===== src/spi_pkg.sv =====
package spi_pkg;

  // One datagram per chip select window
  localparam int SPI_FRAME_BITS = 40;

  typedef logic [SPI_FRAME_BITS-1:0] spi_frame_t;

  // System clocks per sclk half period
  localparam int SPI_HALF_PERIOD = 8;

  // Wide enough to count up to SPI_FRAME_BITS
  localparam int SPI_BIT_CNT_WIDTH = 6;

  // Status byte arrives first, so it sits at the top of the received frame
  localparam int STATUS_MSB = 39;
  localparam int STATUS_LSB = 32;

endpackage


===== src/motor_cfg_pkg.sv =====
package motor_cfg_pkg;

  // Step rate divider width
  localparam int STEP_WIDTH = 64;

  // Driver datagram layout, address byte then data word
  localparam int REG_ADDR_BITS = 8;
  localparam int REG_DATA_BITS = 32;

  typedef logic [REG_ADDR_BITS+REG_DATA_BITS-1:0] datagram_t;

  // Top address bit marks a register write
  localparam logic [REG_ADDR_BITS-1:0] WRITE_FLAG = 8'h80;

  // Driver register map
  localparam logic [REG_ADDR_BITS-1:0] ADDR_GCONF      = 8'h00;
  localparam logic [REG_ADDR_BITS-1:0] ADDR_IHOLD_IRUN = 8'h10;
  localparam logic [REG_ADDR_BITS-1:0] ADDR_TPOWERDOWN = 8'h11;
  localparam logic [REG_ADDR_BITS-1:0] ADDR_TPWMTHRS   = 8'h13;
  localparam logic [REG_ADDR_BITS-1:0] ADDR_CHOPCONF   = 8'h6C;
  localparam logic [REG_ADDR_BITS-1:0] ADDR_PWMCONF    = 8'h70;

  // Power-up write sequence
  localparam int SETUP_COUNT = 6;

  typedef logic [2:0] setup_idx_t;

  localparam datagram_t SETUP_TABLE [SETUP_COUNT] = '{
    // TOFF 3, HSTRT 4, HEND 1, TBL 2, spread cycle chopper
    {ADDR_CHOPCONF | WRITE_FLAG, 32'h0001_00C3},
    // Hold current 10, run current 31, hold delay 6
    {ADDR_IHOLD_IRUN | WRITE_FLAG, 32'h0006_1F0A},
    // Standstill delay before current reduction
    {ADDR_TPOWERDOWN | WRITE_FLAG, 32'h0000_000A},
    // Quiet PWM mode on
    {ADDR_GCONF | WRITE_FLAG, 32'h0000_0004},
    // Switch-over velocity threshold, roughly 30 RPM
    {ADDR_TPWMTHRS | WRITE_FLAG, 32'h0000_01F4},
    // Auto amplitude, PWM freq 2/1024 fclk, amplitude 200, grad 1
    {ADDR_PWMCONF | WRITE_FLAG, 32'h0004_01C8}
  };

endpackage


===== src/spi_master.sv =====
`timescale 1ns/1ns

module spi_master (
  input  logic                clk_in,
  input  logic                reset_n_in,
  input  spi_pkg::spi_frame_t frame,
  input  logic                send,
  input  logic                miso,
  output logic                sclk,
  output logic                mosi,
  output logic                cs_n,
  output spi_pkg::spi_frame_t rx_frame,
  output logic                done,
  output logic                busy
);
  import spi_pkg::*;

  logic [$clog2(SPI_HALF_PERIOD)-1:0] half_cnt;
  logic [SPI_BIT_CNT_WIDTH-1:0]       bit_cnt;
  logic                               half_end;
  logic                               last_bit;
  logic                               fall_evt;
  logic                               rise_evt;
  logic                               end_evt;
  spi_frame_t                         tx_shift;
  spi_frame_t                         rx_shift;

  assign half_end = busy && (half_cnt == $bits(half_cnt)'(SPI_HALF_PERIOD - 1));
  assign last_bit = (bit_cnt == $bits(bit_cnt)'(SPI_FRAME_BITS));

  // Mode 3: drive on falling sclk, sample on rising sclk
  assign fall_evt = half_end && sclk && !last_bit;
  assign rise_evt = half_end && !sclk;
  // One idle half period after the last rising edge closes the frame
  assign end_evt  = half_end && sclk && last_bit;

  always_ff @(posedge clk_in or negedge reset_n_in) begin
    if (!reset_n_in) begin
      busy     <= 1'b0;
      cs_n     <= 1'b1;
      sclk     <= 1'b1;
      mosi     <= 1'b0;
      done     <= 1'b0;
      half_cnt <= '0;
      bit_cnt  <= '0;
    end else begin
      done <= 1'b0;
      if (!busy) begin
        if (send) begin
          busy     <= 1'b1;
          cs_n     <= 1'b0;
          half_cnt <= '0;
          bit_cnt  <= '0;
        end
      end else if (!half_end) begin
        half_cnt <= half_cnt + 1'b1;
      end else begin
        half_cnt <= '0;
        if (rise_evt) begin
          sclk    <= 1'b1;
          bit_cnt <= bit_cnt + 1'b1;
        end else if (fall_evt) begin
          sclk <= 1'b0;
          mosi <= tx_shift[SPI_FRAME_BITS-1];
        end else if (end_evt) begin
          busy <= 1'b0;
          cs_n <= 1'b1;
          mosi <= 1'b0;
          done <= 1'b1;
        end
      end
    end
  end

  // Transmit and receive shift registers
  always_ff @(posedge clk_in) begin
    if (!busy && send) begin
      tx_shift <= frame;
    end else if (fall_evt) begin
      tx_shift <= {tx_shift[SPI_FRAME_BITS-2:0], 1'b0};
    end
    if (rise_evt) begin
      rx_shift <= {rx_shift[SPI_FRAME_BITS-2:0], miso};
    end
  end

  // Holds the last reply until the next frame starts shifting
  assign rx_frame = rx_shift;

  // Callers must wait for the previous frame to finish
  a_no_send_while_busy: assert property (@(posedge clk_in) disable iff (!reset_n_in)
    send |-> !busy);

  a_cs_idle_high: assert property (@(posedge clk_in) disable iff (!reset_n_in)
    !busy |-> cs_n);

endmodule


===== src/step_divider.sv =====
`timescale 1ns/1ns

module step_divider (
  input  logic                                clk_in,
  input  logic                                reset_n_in,
  input  logic [motor_cfg_pkg::STEP_WIDTH-1:0] max,
  output logic                                tick_wave
);
  import motor_cfg_pkg::*;

  logic [STEP_WIDTH-1:0] count;
  logic                  at_max;

  // Greater-or-equal lets a lowered max take effect without wrapping
  assign at_max = (count >= max);

  always_ff @(posedge clk_in or negedge reset_n_in) begin
    if (!reset_n_in) begin
      count     <= '0;
      tick_wave <= 1'b0;
    end else if (max == '0) begin
      // Zero speed parks the output
      count     <= '0;
      tick_wave <= 1'b0;
    end else if (at_max) begin
      count     <= '0;
      tick_wave <= ~tick_wave;
    end else begin
      count <= count + 1'b1;
    end
  end

  // Output period is 2 * (max + 1) clocks
  a_zero_max_low: assert property (@(posedge clk_in) disable iff (!reset_n_in)
    (max == '0) |=> !tick_wave);

endmodule


===== src/motor_driver.sv =====
`timescale 1ns/1ns

module motor_driver (
  input  logic                                               clk_in,
  input  logic                                               reset_n_in,
  input  logic                                               miso,
  input  logic                                               step_enable,
  input  logic [motor_cfg_pkg::STEP_WIDTH-1:0]                speed,
  output logic                                               sclk,
  output logic                                               mosi,
  output logic                                               cs_n,
  output logic                                               step,
  output logic [spi_pkg::STATUS_MSB-spi_pkg::STATUS_LSB:0]     status,
  output logic                                               setup_done
);
  import spi_pkg::*;
  import motor_cfg_pkg::*;

  typedef enum logic [1:0] {
    s_issue,
    s_wait,
    s_finished
  } seq_state_t;

  seq_state_t state;
  setup_idx_t idx;
  spi_frame_t frame;
  spi_frame_t rx_frame;
  logic       send;
  logic       done;
  logic       busy;
  logic       tick_wave;

  // Table entry stays put from send until done
  assign frame      = SETUP_TABLE[idx];
  assign setup_done = (state == s_finished);

  spi_master i_spi_master (
    .clk_in     (clk_in),
    .reset_n_in (reset_n_in),
    .frame      (frame),
    .send       (send),
    .miso       (miso),
    .sclk       (sclk),
    .mosi       (mosi),
    .cs_n       (cs_n),
    .rx_frame   (rx_frame),
    .done       (done),
    .busy       (busy)
  );

  // Power-up sequencer, one write per table entry
  always_ff @(posedge clk_in or negedge reset_n_in) begin
    if (!reset_n_in) begin
      state  <= s_issue;
      idx    <= '0;
      send   <= 1'b0;
      status <= '0;
    end else begin
      send <= 1'b0;
      case (state)
        s_issue: begin
          send  <= 1'b1;
          state <= s_wait;
        end
        s_wait: begin
          if (done) begin
            status <= rx_frame[STATUS_MSB:STATUS_LSB];
            if (idx == setup_idx_t'(SETUP_COUNT - 1)) begin
              state <= s_finished;
            end else begin
              // Next write goes out right behind the reply
              idx  <= idx + 1'b1;
              send <= 1'b1;
            end
          end
        end
        s_finished: begin
          state <= s_finished;
        end
        default: begin
          state <= s_issue;
        end
      endcase
    end
  end

  step_divider i_step_divider (
    .clk_in     (clk_in),
    .reset_n_in (reset_n_in),
    .max        (speed),
    .tick_wave  (tick_wave)
  );

  always_ff @(posedge clk_in or negedge reset_n_in) begin
    if (!reset_n_in) begin
      step <= 1'b0;
    end else begin
      step <= step_enable && tick_wave;
    end
  end

  a_idx_in_table: assert property (@(posedge clk_in) disable iff (!reset_n_in)
    send |-> (idx <= setup_idx_t'(SETUP_COUNT - 1)) && !busy);

endmodule


===== src/stepper_axes_top.sv =====
`timescale 1ns/1ns

module stepper_axes_top (
  input  logic                                           clk_in,
  input  logic                                           reset_n_in,
  input  logic                                           x_miso,
  input  logic                                           x_step_enable,
  input  logic [motor_cfg_pkg::STEP_WIDTH-1:0]            x_speed,
  output logic                                           x_sclk,
  output logic                                           x_mosi,
  output logic                                           x_cs_n,
  output logic                                           x_step,
  output logic [spi_pkg::STATUS_MSB-spi_pkg::STATUS_LSB:0] x_status,
  output logic                                           x_setup_done,
  input  logic                                           y_miso,
  input  logic                                           y_step_enable,
  input  logic [motor_cfg_pkg::STEP_WIDTH-1:0]            y_speed,
  output logic                                           y_sclk,
  output logic                                           y_mosi,
  output logic                                           y_cs_n,
  output logic                                           y_step,
  output logic [spi_pkg::STATUS_MSB-spi_pkg::STATUS_LSB:0] y_status,
  output logic                                           y_setup_done
);

  // Each axis has its own driver chip on a private SPI link
  motor_driver i_axis_x (
    .clk_in      (clk_in),
    .reset_n_in  (reset_n_in),
    .miso        (x_miso),
    .step_enable (x_step_enable),
    .speed       (x_speed),
    .sclk        (x_sclk),
    .mosi        (x_mosi),
    .cs_n        (x_cs_n),
    .step        (x_step),
    .status      (x_status),
    .setup_done  (x_setup_done)
  );

  motor_driver i_axis_y (
    .clk_in      (clk_in),
    .reset_n_in  (reset_n_in),
    .miso        (y_miso),
    .step_enable (y_step_enable),
    .speed       (y_speed),
    .sclk        (y_sclk),
    .mosi        (y_mosi),
    .cs_n        (y_cs_n),
    .step        (y_step),
    .status      (y_status),
    .setup_done  (y_setup_done)
  );

endmodule


===== config.mk =====
export PLATFORM = sky130hd
export DESIGN_NAME = stepper_axes_top
export DESIGN_NICKNAME = d
export VERILOG_FILES = /design/src/spi_pkg.sv /design/src/motor_cfg_pkg.sv /design/src/spi_master.sv /design/src/step_divider.sv /design/src/motor_driver.sv /design/src/stepper_axes_top.sv
export SDC_FILE = /design/constraint.sdc
export NUM_CORES = 1
export LEC_CHECK = 0
export BUFFER_PORTS_ARGS = -buffer_cell sky130_fd_sc_hd__buf_2
export CORE_MARGIN = 2
export CORE_UTILIZATION = 40
export CTS_CLUSTER_SIZE = 40
export DETAILED_ROUTE_END_ITERATION = 10
export MAX_ROUTING_LAYER = met4
export SLEW_MARGIN = 20
export SYNTH_ARGS = -nofsm -noshare
export SYNTH_HDL_FRONTEND = slang
export SYNTH_SLANG_ARGS = --single-unit

===== constraint.sdc =====
create_clock -name clk_in -period 3.8 [get_ports clk_in]
set_clock_uncertainty 0.15 [all_clocks]
set_input_delay 0.38 -clock clk_in [delete_from_list [all_inputs] [get_ports clk_in]]
set_output_delay 0.38 -clock clk_in [all_outputs]
set_load 0.1 [all_outputs]

== After elaboration in Yosys (flattened, before gate mapping) ==
Memory sizes are Yosys's and may differ from the RTL's.
Index checks and enable logic that the tools add are counted.
Operators by class
  add/subtract/negate cells: 8
  $lt $le $gt $ge: 4
  eq/ne operators: 24
  mux-type cells: 84
  bitwise operators: 8
  reductions and logical operators: 48
Operator list (number)
  two-way mux 40 bit: 8
  two-way mux 64 bit: 4
  adder 64 x 1 -> 64 bit (second input constant): 2
  >= comparator 64 bit: 2
  zero test 64 bit: 2
  two-way mux 1 bit: 50
  two-way mux 6 bit: 8
  nonzero test 2 bit: 10
  two-way mux 3 bit: 6
  AND reduction 3 bit: 6
  != test 2 x 1 -> 1 bit (second input constant): 8
  logical AND 1 bit: 14
  adder 3 x 1 -> 3 bit (second input constant): 4
  adder 6 x 1 -> 6 bit (second input constant): 2
  == test 3 bit (second input constant): 4
  == test 6 bit (second input constant): 2
  != test 2 bit (second input constant): 6
  one-hot mux 2 bit (3 select lines): 2
  AND reduction 5 bit: 2
  >= comparator 4 bit (second input constant): 2
  two-way mux 2 bit: 4
  inverter 3 -> 4 bit: 2
  AND reduction 2 bit: 4
  AND reduction 4 bit: 2
  6 further kinds: 20
Storage, ports and cells
  register bits after elaboration: 348
  ROM bits: 640
  input bits: 134
  output and inout port bits: 26
  word-level logic and storage cells: 210
  memories kept: 2
Memory list
  (name not given): words 8, bits a word 40, read ports 1, clocked after memory_dff 0, write ports 0, line motor_driver.sv:35  | assign frame = SETUP_TABLE[idx];
  (name not given): words 8, bits a word 40, read ports 1, clocked after memory_dff 0, write ports 0, line motor_driver.sv:35

== Depth between registers and ports, before layout ==
Gate-level depths: netlist (run 1).
  word-level depth: 9
  mapped depth: 11
  gate-level depth less buffers: 9

== Modules after synthesis ==
From an unflattened synthesis (run 1), not the netlist that was laid out.
Second synthesis, totals
  cell total of the unflattened synthesis: 1828
  area, all modules: 18564.1 sq um
By module, submodules not included
  spi_master: instances 2, cells each 273, area each 3577.2 sq um, sequential area each 2755.1 sq um
  step_divider (i_axis_y.i_step_divider): instances 1, cells each 573, area each 4944.7 sq um, sequential area each 1626.6 sq um
  step_divider (i_axis_x.i_step_divider): instances 1, cells each 575, area each 4908.5 sq um, sequential area each 1626.6 sq um
  motor_driver: instances 2, cells each 67, area each 778.2 sq um, sequential area each 375.4 sq um

== Worst setup path after synthesis (run 1) ==
No wires, ideal clock.
  kind: register to register
  start: reg i_axis_y.i_spi_master.half_cnt[0]
  end: reg i_axis_y.i_spi_master.bit_cnt[5]
  setup time: 0.078 ns
  arrival time: 3.579 ns
  data required time: 3.572 ns
  setup slack: -0.007 ns
  stages on the path, launching flop included: 8
  buffers on the path: 0
  clock period less this slack: 3.807 ns
  cells stage by stage: dfrtp_1 > ha_1 > ha_1 > nand2_1 > nor2_1 > nand4_1 > or3_1 > a21oi_1
Between the ends
  cells in the longest elaborated chain, start to end: 5
  elaborated cells on any way between the ends: 6
  classes of those cells: 3 x eq/ne; 3 x reduce/logical
Ends and longest elaborated chain
  start: declaration: line spi_master.sv:18  | logic [$clog2(SPI_HALF_PERIOD)-1:0] half_cnt;
  start signal: assignment: line spi_master.sv:56  | half_cnt <= half_cnt + 1'b1;
  == test 3 bit: line spi_master.sv:28  | assign half_end = busy && (half_cnt == $bits(half_cnt)'(SPI_HALF_PERIOD - 1));
  logical AND 1 bit: line spi_master.sv:28
  logical AND 1 bit: line spi_master.sv:33  | assign rise_evt = half_end && !sclk;
  net i_axis_y.i_spi_master.rise_evt: line spi_master.sv:23  | logic rise_evt;
  != test 2 x 1 -> 1 bit (no line)
  AND reduction 3 bit (no line)
  end signal: assignment: line spi_master.sv:61  | bit_cnt <= bit_cnt + 1'b1;
  end: declaration: line spi_master.sv:19  | logic [SPI_BIT_CNT_WIDTH-1:0] bit_cnt;
The timed path passes the listed nets, and every way through them passes these cells.
A chain may end at the register's enable or synchronous reset.

== Worst setup path in the final report (run 1) ==
  start: reg i_axis_x.i_step_divider.count[35]
  end: reg i_axis_x.i_step_divider.tick_wave
Between the ends
  cells in the longest elaborated chain, start to end: 2
Ends and longest elaborated chain
  start: declaration: line step_divider.sv:11  | logic [STEP_WIDTH-1:0] count;
  start signal: assignment: line step_divider.sv:29  | count <= count + 1'b1;
  >= comparator 64 bit: line step_divider.sv:15  | assign at_max = (count >= max);
  nonzero test 2 bit (no line)
  end signal: assignment: line step_divider.sv:27  | tick_wave <= ~tick_wave;
  end: declaration: line step_divider.sv:7  | output logic tick_wave
No other way between the ends.

==> results.ini, run 1 <==
[timing]
worst_slack_ns=0.690
finalCritPeriodShare_pct=81.8
finalSetupViolCount=0
max_slew_margin_pct=38.9
timing_hold_violations_final=0
tns_ns=0
max_freq_mhz=322
worst_slew_pin_slew_ns=0.917
grt_setup_unrepaired=false
fin_crit_ns=3.11
slew_viol_final=0

[detailed_routing]
wire_per_inst_um=15.2
drt_pre_antenna_iters=4
viasPerCell=5.03
vias=12400
antenna_left=0
post-route-drc-count=0
drt_iter0_drc=664
wirelength_um=37500

[pwr]
sw_frac_of_total_pct=24.0
p_sw_mw=2.12
comb_power_share_pct=8.4
power.leakage_nw=9.88
internal_power_mw=6.70
cellPowerDensity_mw_per_mm2=421
sequentialPowerShare_pct=47.9
ir_worst_vdd_v=0.000250
p_clk_share_pct=43.7

[cells_and_area]
final_area_mm2=0.0210
syn_to_final_growth_pct=16.4
n_antenna_cell=0
fin_nets=2138
drive_gt1_share_pct=15.4

[status]
outcome=complete, no violations

[synth]
synth_seq_area_share_pct=52.9
synthTopCellsByCount=nor2_1 (198), dfrtp_1 (184), inv_1 (166)
synthArstFlopShare_pct=54.0
yosysUniqueCellTypes=55
synth_top_area_share_pct=26.7
syn_area_per_cell_um2=10.8
yosysMostFrequentCell=nor2_1
syn_nets=1947
synth.area.top_cells=edfxtp_1 (27%), dfrtp_1 (26%), ha_1 (11%)
yosys_warnings=0
synthFlopType=dfrtp_1
postSynthCellCount=1659
synth_edf_count=160
yosysTopAreaCell=edfxtp_1
netlist_area_mm2=0.0180
ys_ff_latch=348

[cts]
insertion_delay_ns=0.55
clkTransAtPathRegs_ns=0.06
cts_buffers=39
cts_post_setup_buffers_inserted=0
cts-root-buf=clkbuf_16
cts.sink_count=348
clockBufferDepth=3
cts_tree=built
cts-hold-fix-buffers=5
cts_resized=0
htree_levels=2

[die]
die_x_um=216
io_pins=160
fp.dieH_um=216
start_util_pct=40.6
die_area_mm2=0.0467
coreArea_mm2=0.0443
floorplan.rows=77

[critical_path]
cp-start-kind=register
worstPathMaxFanout=27
end_kind=register
crit_top_cell=nand4_1
cpMaxStageDelayCell=or4_1
max_stage_delay_ns=0.52
timing.rr.start=i_axis_x.i_step_divider.count[35]
critPathLaunch=i_axis_x.i_step_divider.count[35]
arrival_ns=3.42
critPathKind=reg2reg
cp.required_ns=4.11
path_cells=ha_1 > nand4_1 > nor4_1 > nand4_1 > or4_1 > o211ai_1 > buf_12 > mux2i_1

[worst_hold_path]
min_from=i_axis_y.i_spi_master.rx_frame[6]
hold_path.class=reg2reg

[global_route]
grt_pass1_vias=12400
grt_max_degree=78
grt.total_usage_pct=16.9
grt_first_pass_wirelength_um=62400
grt_overflow_total=0
antenna_found_initial=0

[place]
dp_hpwl_um=27300
dpl_cell_area_mm2=0.0196
numPortBuffers=159
dp_slack_ns=0.620
routabilityCongestion=0.858

[job]
drv_cap=0

cells by family (layout without fill, tap and decap cells):
family | count (synthesis) | after routing | share of synthesized area (%)
flops | 348 | 348 | 52.9
fa+ha+maj | 154 | 154 | 10.7
mux | 26 | 26 | 1.58
buf+inv | 202 | 423 | 4.46
compound gates | 177 | 177 | 6.17
xor+xnor | 132 | 132 | 6.42
simple gates | 620 | 620 | 17.8
registers in the layout, summed over array words and instances (netlist names), 8 cells and up:
name,count
i_axis_x.i_step_divider.count,64
i_axis_x.i_spi_master.rx_frame,40
i_axis_y.i_spi_master.rx_frame,40
i_axis_x.status,8
i_axis_y.i_spi_master.tx_shift,40
i_axis_y.status,8
i_axis_y.i_step_divider.count,64
i_axis_x.i_spi_master.tx_shift,40
power groups by stage:
stage               Sequential, mW  Clock [mW]  Combinational (mW)
floorplan                     4.26           0               0.461
global placement              4.29           0               0.722
detailed placement            4.29           0               0.749
CTS                           4.22        3.98               0.759
global route                  4.24        4.13               0.869
finish                        4.22        3.85               0.745
layer usage:
metal	share of wire [%]	vias to the layer above	track usage (%)
met5	0	-	-
met4	2.3	0	5.80
met3	3.9	50	2.74
met2	46	200	26.3
met1	48	6023	22.5
li1	-	6167	-
final cells by class:
cell class	count	area (um^2)
Fill cell	4169	23400
Sequential cell	348	9510
Multi-Input combinational cell	1109	7700
Clock buffer	52	1070
Timing Repair Buffer	186	1060
Tap cell	592	741
Inverter	166	623
Clock inverter	19	246
stage by stage:
stage	utilization (%)	total power, mW	hold slack, ns	instances
CTS	47.3	8.97	0.266	2472
global route	47.3	9.25	0.265	2472
floorplan	-	4.73	-0.0656	1659
detailed placement	44.2	5.04	0.255	2396
global placement	44.2	5.01	0.255	2396
finish	47.3	8.82	0.265	2472
worst paths after layout:
| kind | endpoint | slack (ns) | depth (start not counted) |
|---|---|---|---|
| worst max-delay path | i_axis_x.i_step_divider.tick_wave | 0.69 | 8 |
| min in group asynchronous | i_axis_y.i_step_divider.count[11] | 0.28 | 2 |
| worst max register to register | i_axis_x.i_step_divider.tick_wave | 0.69 | 8 |
| worst min-delay path | i_axis_y.i_spi_master.rx_frame[7] | 0.27 | 0 |
| worst min register to register | i_axis_y.i_spi_master.rx_frame[7] | 0.27 | 0 |
| max in group asynchronous | i_axis_x.i_spi_master.cs_n | 2.30 | 3 |
cells in the final DEF, fill, tap and decap left out, types with 18 or more instances in the layout:
master       n
mux2_2      18
edfxtp_1   160
nor4_1      37
and3_1      19
ha_1       154
xnor2_1     50
nand2_1    107
nor3_1      25
xor2_1      82
nand3_1     65
buf_4       19
inv_1      166
a21o_1      50
nand4_1     65
clkbuf_16   39
o21ai_0     42
a21oi_1     55
and2_1      43
buf_2      158
dfrtp_1    184
nor2_1     196
critical path, delay by kind of cell (launching register included):
kind / cells / cell delay [ns]
buffers and inverters: 1 / 0.24
adders and majority gates: 1 / 0.33
and+or+nand+nor: 4 / 1.25
muxes: 1 / 0.20
DFF: 1 / 0.45
AOI/OAI and AO/OA: 1 / 0.41
Power figures use the tool's default switching activity.
==> run 2, diff against run 1 <==
--- a/config.mk
+++ b/config.mk
@@ -5,6 +5,7 @@
 export SDC_FILE = /design/constraint.sdc
 export NUM_CORES = 1
 export LEC_CHECK = 0
+export ABC_AREA = 1
 export BUFFER_PORTS_ARGS = -buffer_cell sky130_fd_sc_hd__buf_2
 export CORE_MARGIN = 2
 export CORE_UTILIZATION = 40
==> constraint.sdc (replaced) <==
create_clock -name clk_in -period 3.02 [get_ports clk_in]
set_clock_uncertainty 0.15 [all_clocks]
set_input_delay 0.302 -clock clk_in [delete_from_list [all_inputs] [get_ports clk_in]]
set_output_delay 0.302 -clock clk_in [all_outputs]
set_load 0.1 [all_outputs]
==> results.ini, run 2 <==
[timing]
slew_viol_final=0
finalSetupViolCount=0
timing_hold_violations_final=0
tns_ns=0
max_slew_margin_pct=54.3
worst_slew_pin_slew_ns=0.686
finalCritPeriodShare_pct=85.4
max_freq_mhz=388
fin_crit_ns=2.58
grt_setup_unrepaired=false

[critical_path]
cp-start-kind=register
critPathKind=reg2reg
worstPathMaxFanout=31
end_kind=register
arrival_ns=2.88
rrSetupSlack_ns=0.44
cp.required_ns=3.31

[cts]
insertion_delay_ns=0.56
cts.sink_count=348
cts_tree=built
htree_levels=2
clkTransAtPathRegs_ns=0.06
cts_resized=0
cts-root-buf=clkbuf_16
clockBufferDepth=3
cts_buffers=41
cts_post_setup_buffers_inserted=0

[status]
outcome=complete, no violations

[synth]
yosysMostFrequentCell=nand2_1
synthArstFlopShare_pct=54.0
synth_edf_count=160
syn_area_per_cell_um2=8.77
synth.area.top_cells=edfxtp_1 (24%), dfrtp_1 (23%), ha_1 (9.8%)
synth_seq_area_share_pct=48.4
yosysTopAreaCell=edfxtp_1
synthTopCellsByCount=nand2_1 (464), nor2_1 (427), inv_1 (289)
syn_nets=2529
netlist_area_mm2=0.0197
postSynthCellCount=2241
yosys_warnings=0
synthFlopType=dfrtp_1
yosysUniqueCellTypes=47
synth_top_area_share_pct=24.5
ys_ff_latch=348

[place]
routabilityCongestion=0.954
numPortBuffers=159
dpl_cell_area_mm2=0.0213
dp_hpwl_um=38000

[detailed_routing]
drt_pre_antenna_iters=5
viasPerCell=4.85
wire_per_inst_um=15.6
post-route-drc-count=0
wirelength_um=48900
drt_iter0_drc=860
antenna_left=0
vias=15200

[die]
floorplan.rows=81
start_util_pct=40.3
io_pins=160
die_x_um=226
coreArea_mm2=0.0487
fp.dieH_um=226
die_area_mm2=0.0509

[global_route]
grt_first_pass_wirelength_um=79700
grt_max_degree=72
grt_pass1_vias=15300
antenna_found_initial=1
grt_overflow_total=0
grt.total_usage_pct=20.4

[pwr]
cellPowerDensity_mw_per_mm2=446
power.leakage_nw=10.7
power.total_mw=10.1
ir_worst_vdd_v=0.000371

[cells_and_area]
final_cell_mix=nand2_1 (463), nor2_1 (426), inv_1 (289)
fin_nets=2728
final_area_mm2=0.0227
final_common_cell=nand2_1
drive_gt1_share_pct=12.8
n_fill_cell=4740
syn_to_final_growth_pct=15.7
reg_top3=i_axis_x.i_step_divider.count x64, i_axis_y.i_step_divider.count x64

[job]
drv_cap=0

[worst_hold_path]
hold_path.class=in2async

## run 2: cell count changes in the layout (fill, tap and decap cells not counted), moves of 33 or more
cell     delta
nand2_1   +356
nor2_1    +230
inv_1     +123
a21o_1     -46
and2_1     -39
nor4_1     -33
## run 2: cell type report
class	count	area, um^2	share of cell area [%]
diodes	1	2.50	0.0110
clock buffers	67	1260	5.53
clock inverters	8	68.8	0.303
inverters	299	1120	4.94
multi-input cells	1571	8880	39.1
flip-flops and latches	348	9510	41.9
well taps	664	831	3.66
repair buffers	179	1050	4.64
## run 2: logic make-up after synthesis
kind of cell	Yosys count	share of synthesized area [%]
flip-flops	348	48.4
AND/OR/NAND/NOR	1151	25.3
XOR/XNOR	121	5.39
adder cells (fa/ha/maj)	154	9.81
AO/OA/AOI/OAI	129	3.58
buffers and inverters	322	6.60
multiplexers	16	0.917
## run 2: report_power, final
group | internal (mW) | switching (mW) | leakage (nW)
sequential | 4.93 | 0.00304 | 3.97
combinational | 0.142 | 0.233 | 6.11
clock | 2.85 | 1.98 | 0.649
## run 2: worst paths after layout
path,startpoint,to,depth (start not counted)
worst max-delay path,i_axis_y.i_step_divider.count[47],i_axis_y.i_step_divider.count[57],9
worst min-delay path,reset_n_in,i_axis_y.i_step_divider.count[51],2
worst max register to register,i_axis_y.i_step_divider.count[47],i_axis_y.i_step_divider.count[57],9
worst min register to register,i_axis_y.i_spi_master.rx_frame[14],i_axis_y.i_spi_master.rx_frame[15],0
max in group asynchronous,reset_n_in,i_axis_x.i_step_divider.count[8],4
min in group clk_in,y_speed[53],i_axis_y.i_step_divider.tick_wave,9
## run 2: what timing repair did
item	CTS	global route
endpoints found under the hold margin	68	0
endpoints found under the setup margin	0	0
hold buffers	5	0
## run 2: worst max-delay path, cell delays in order, from the launching register on
cell and delay [ns]:
dfrtp_1 0.48, ha_1 0.35, nand2_1 0.09, nor4_1 0.41, nand2_1 0.14, nor3_1 0.16
nand2_1 0.11, nand2_2 0.26, buf_12 0.23, nor2_1 0.07
## run 2: layer usage
layer	wire length [um]	part of all wire, %	vias to the layer above	global-route usage (%)
met5	0	0	-	-
met3	2090	4.3	77	3.15
li1	-	-	7670	-
met2	22200	45	290	32.3
met4	1300	2.7	0	5.90
met1	23300	48	7174	27.3
## run 2: per-stage QoR
stage / setup WS (ns) / util [%] / cells / hold slack (ns)
floorplan: 0.200 / - / 2241 / -0.144
finish: 0.440 / 46.6 / 3137 / 0.190
global route: 0.232 / 46.6 / 3137 / 0.210
detailed placement: 0.442 / 43.8 / 3056 / 0.235
CTS: 0.445 / 46.6 / 3136 / 0.173
global placement: 0.482 / 43.8 / 3056 / 0.231
==> run 3, diff against run 2 <==
--- a/config.mk
+++ b/config.mk
@@ -5,7 +5,7 @@
 export SDC_FILE = /design/constraint.sdc
 export NUM_CORES = 1
 export LEC_CHECK = 0
-export ABC_AREA = 1
+export ABC_AREA = 0
 export BUFFER_PORTS_ARGS = -buffer_cell sky130_fd_sc_hd__buf_2
 export CORE_MARGIN = 2
 export CORE_UTILIZATION = 40
==> results.ini, run 3 (same netlist as run 1, synthesis figures left out) <==
[critical_path]
cp-start-kind=register
end_kind=register
arrival_ns=3.21
cp.required_ns=3.34
critPathKind=reg2reg
worstPathMaxFanout=21
rrSetupSlack_ns=0.14

[global_route]
antenna_found_initial=0
grt_first_pass_wirelength_um=64300
grt_max_degree=74
grt_overflow_total=0
grt_pass1_vias=12600
grt.total_usage_pct=17.4

[detailed_routing]
drt_pre_antenna_iters=4
vias=12600
post-route-drc-count=0
viasPerCell=5.04
antenna_left=0
drt_iter0_drc=706
wirelength_um=38800
wire_per_inst_um=15.5

[cells_and_area]
reg_top3=i_axis_x.i_step_divider.count x64, i_axis_y.i_step_divider.count x64
drive_gt1_share_pct=16.8
final_cell_mix=nor2_1 (196), dfrtp_1 (184), inv_1 (166)
final_common_cell=nor2_1
fin_util_pct=47.9
n_antenna_cell=0
fin_nets=2163
final_area_mm2=0.0212
syn_to_final_growth_pct=17.9
n_fill_cell=4042

[place]
dp_hpwl_um=27800
dpl_cell_area_mm2=0.0198
routabilityCongestion=0.865
numPortBuffers=159

[pwr]
power.leakage_nw=10.1
cellPowerDensity_mw_per_mm2=526
ir_worst_vdd_v=0.000324

[cts]
htree_levels=2
clockBufferDepth=3
cts.sink_count=348
clkTransAtPathRegs_ns=0.06
cts-root-buf=clkbuf_16
insertion_delay_ns=0.55
cts_buffers=39
cts_tree=built

[status]
outcome=complete, no violations

[timing]
timing_hold_violations_final=0
worst_slew_pin_slew_ns=0.835
tns_ns=0
fin_crit_ns=2.88
max_slew_margin_pct=44.3
slew_viol_final=0
finalCritPeriodShare_pct=95.5
grt_setup_unrepaired=false
max_freq_mhz=347
finalSetupViolCount=0
hold_slack_ns=0.164

[job]
drv_cap=0

[die]
io_pins=160
start_util_pct=40.6
die_x_um=216
coreArea_mm2=0.0443
floorplan.rows=77
die_area_mm2=0.0467
fp.dieH_um=216

[worst_hold_path]
hold_path.class=in2reg

## run 3: worst max-delay path: stages, from the launching register on
cell and delay, ns:
dfrtp_1 0.41, ha_1 0.31, nand4_1 0.17, nor4_2 0.25, buf_4 0.15, nand4_1 0.13, or4_1 0.50, o211ai_1 0.18
buf_4 0.19, buf_12 0.17, mux2i_1 0.18
## run 3: repair_timing
action                                 CTS  global route
hold buffers                             5             0
pin swaps                                1             4
resized for setup                        0             3
gates cloned                             0             1
setup buffers                            1             1
setup endpoints to repair                1            47
endpoints found under the hold margin   72             0
## run 3: layout make-up
type	count	area, um^2	area share (%)
Sequential cell	348	9510	44.8
Multi-Input combinational cell	1109	7720	36.4
Timing Repair Buffer	211	1290	6.07
Clock buffer	58	1180	5.55
Tap cell	592	741	3.49
Inverter	166	623	2.94
Clock inverter	13	158	0.743
## run 3: path summary, 6_finish.rpt
| kind | cells after the start | end | start |
|---|---|---|---|
| hold / removal | 6 | i_axis_x.i_step_divider.tick_wave | x_speed[61] |
| min in group asynchronous | 2 | i_axis_y.i_step_divider.count[16] | reset_n_in |
| setup reg to reg | 10 | i_axis_x.i_step_divider.tick_wave | i_axis_x.i_step_divider.count[34] |
| hold reg to reg | 0 | i_axis_x.i_spi_master.rx_frame[26] | i_axis_x.i_spi_master.rx_frame[25] |
| setup / recovery | 10 | i_axis_x.i_step_divider.tick_wave | i_axis_x.i_step_divider.count[34] |
| max in group asynchronous | 3 | i_axis_x.i_spi_master.cs_n | reset_n_in |
## run 3: per-layer routing
| metal | wire length, um | GRT usage [%] |
|---|---|---|
| met5 | 0 | - |
| met1 | 18200 | 22.7 |
| met3 | 1780 | 3.41 |
| met4 | 1110 | 5.78 |
| met2 | 17700 | 27.1 |
## run 3: per-stage QoR
stage	std cells	worst slack [ns]	power, mW
after floorplan	1659	0.0184	5.95
after global placement	2418	0.0743	6.32
after detailed placement	2418	-0.0120	6.36
after CTS	2495	0.110	11.3
after global routing	2497	0.00182	11.7
final	2497	0.137	11.2
## run 3: power by group
group | switching, mW | internal (mW)
clock | 1.92 | 2.96
combinational | 0.542 | 0.418
sequential | 0.227 | 5.09
total | 2.69 | 8.47
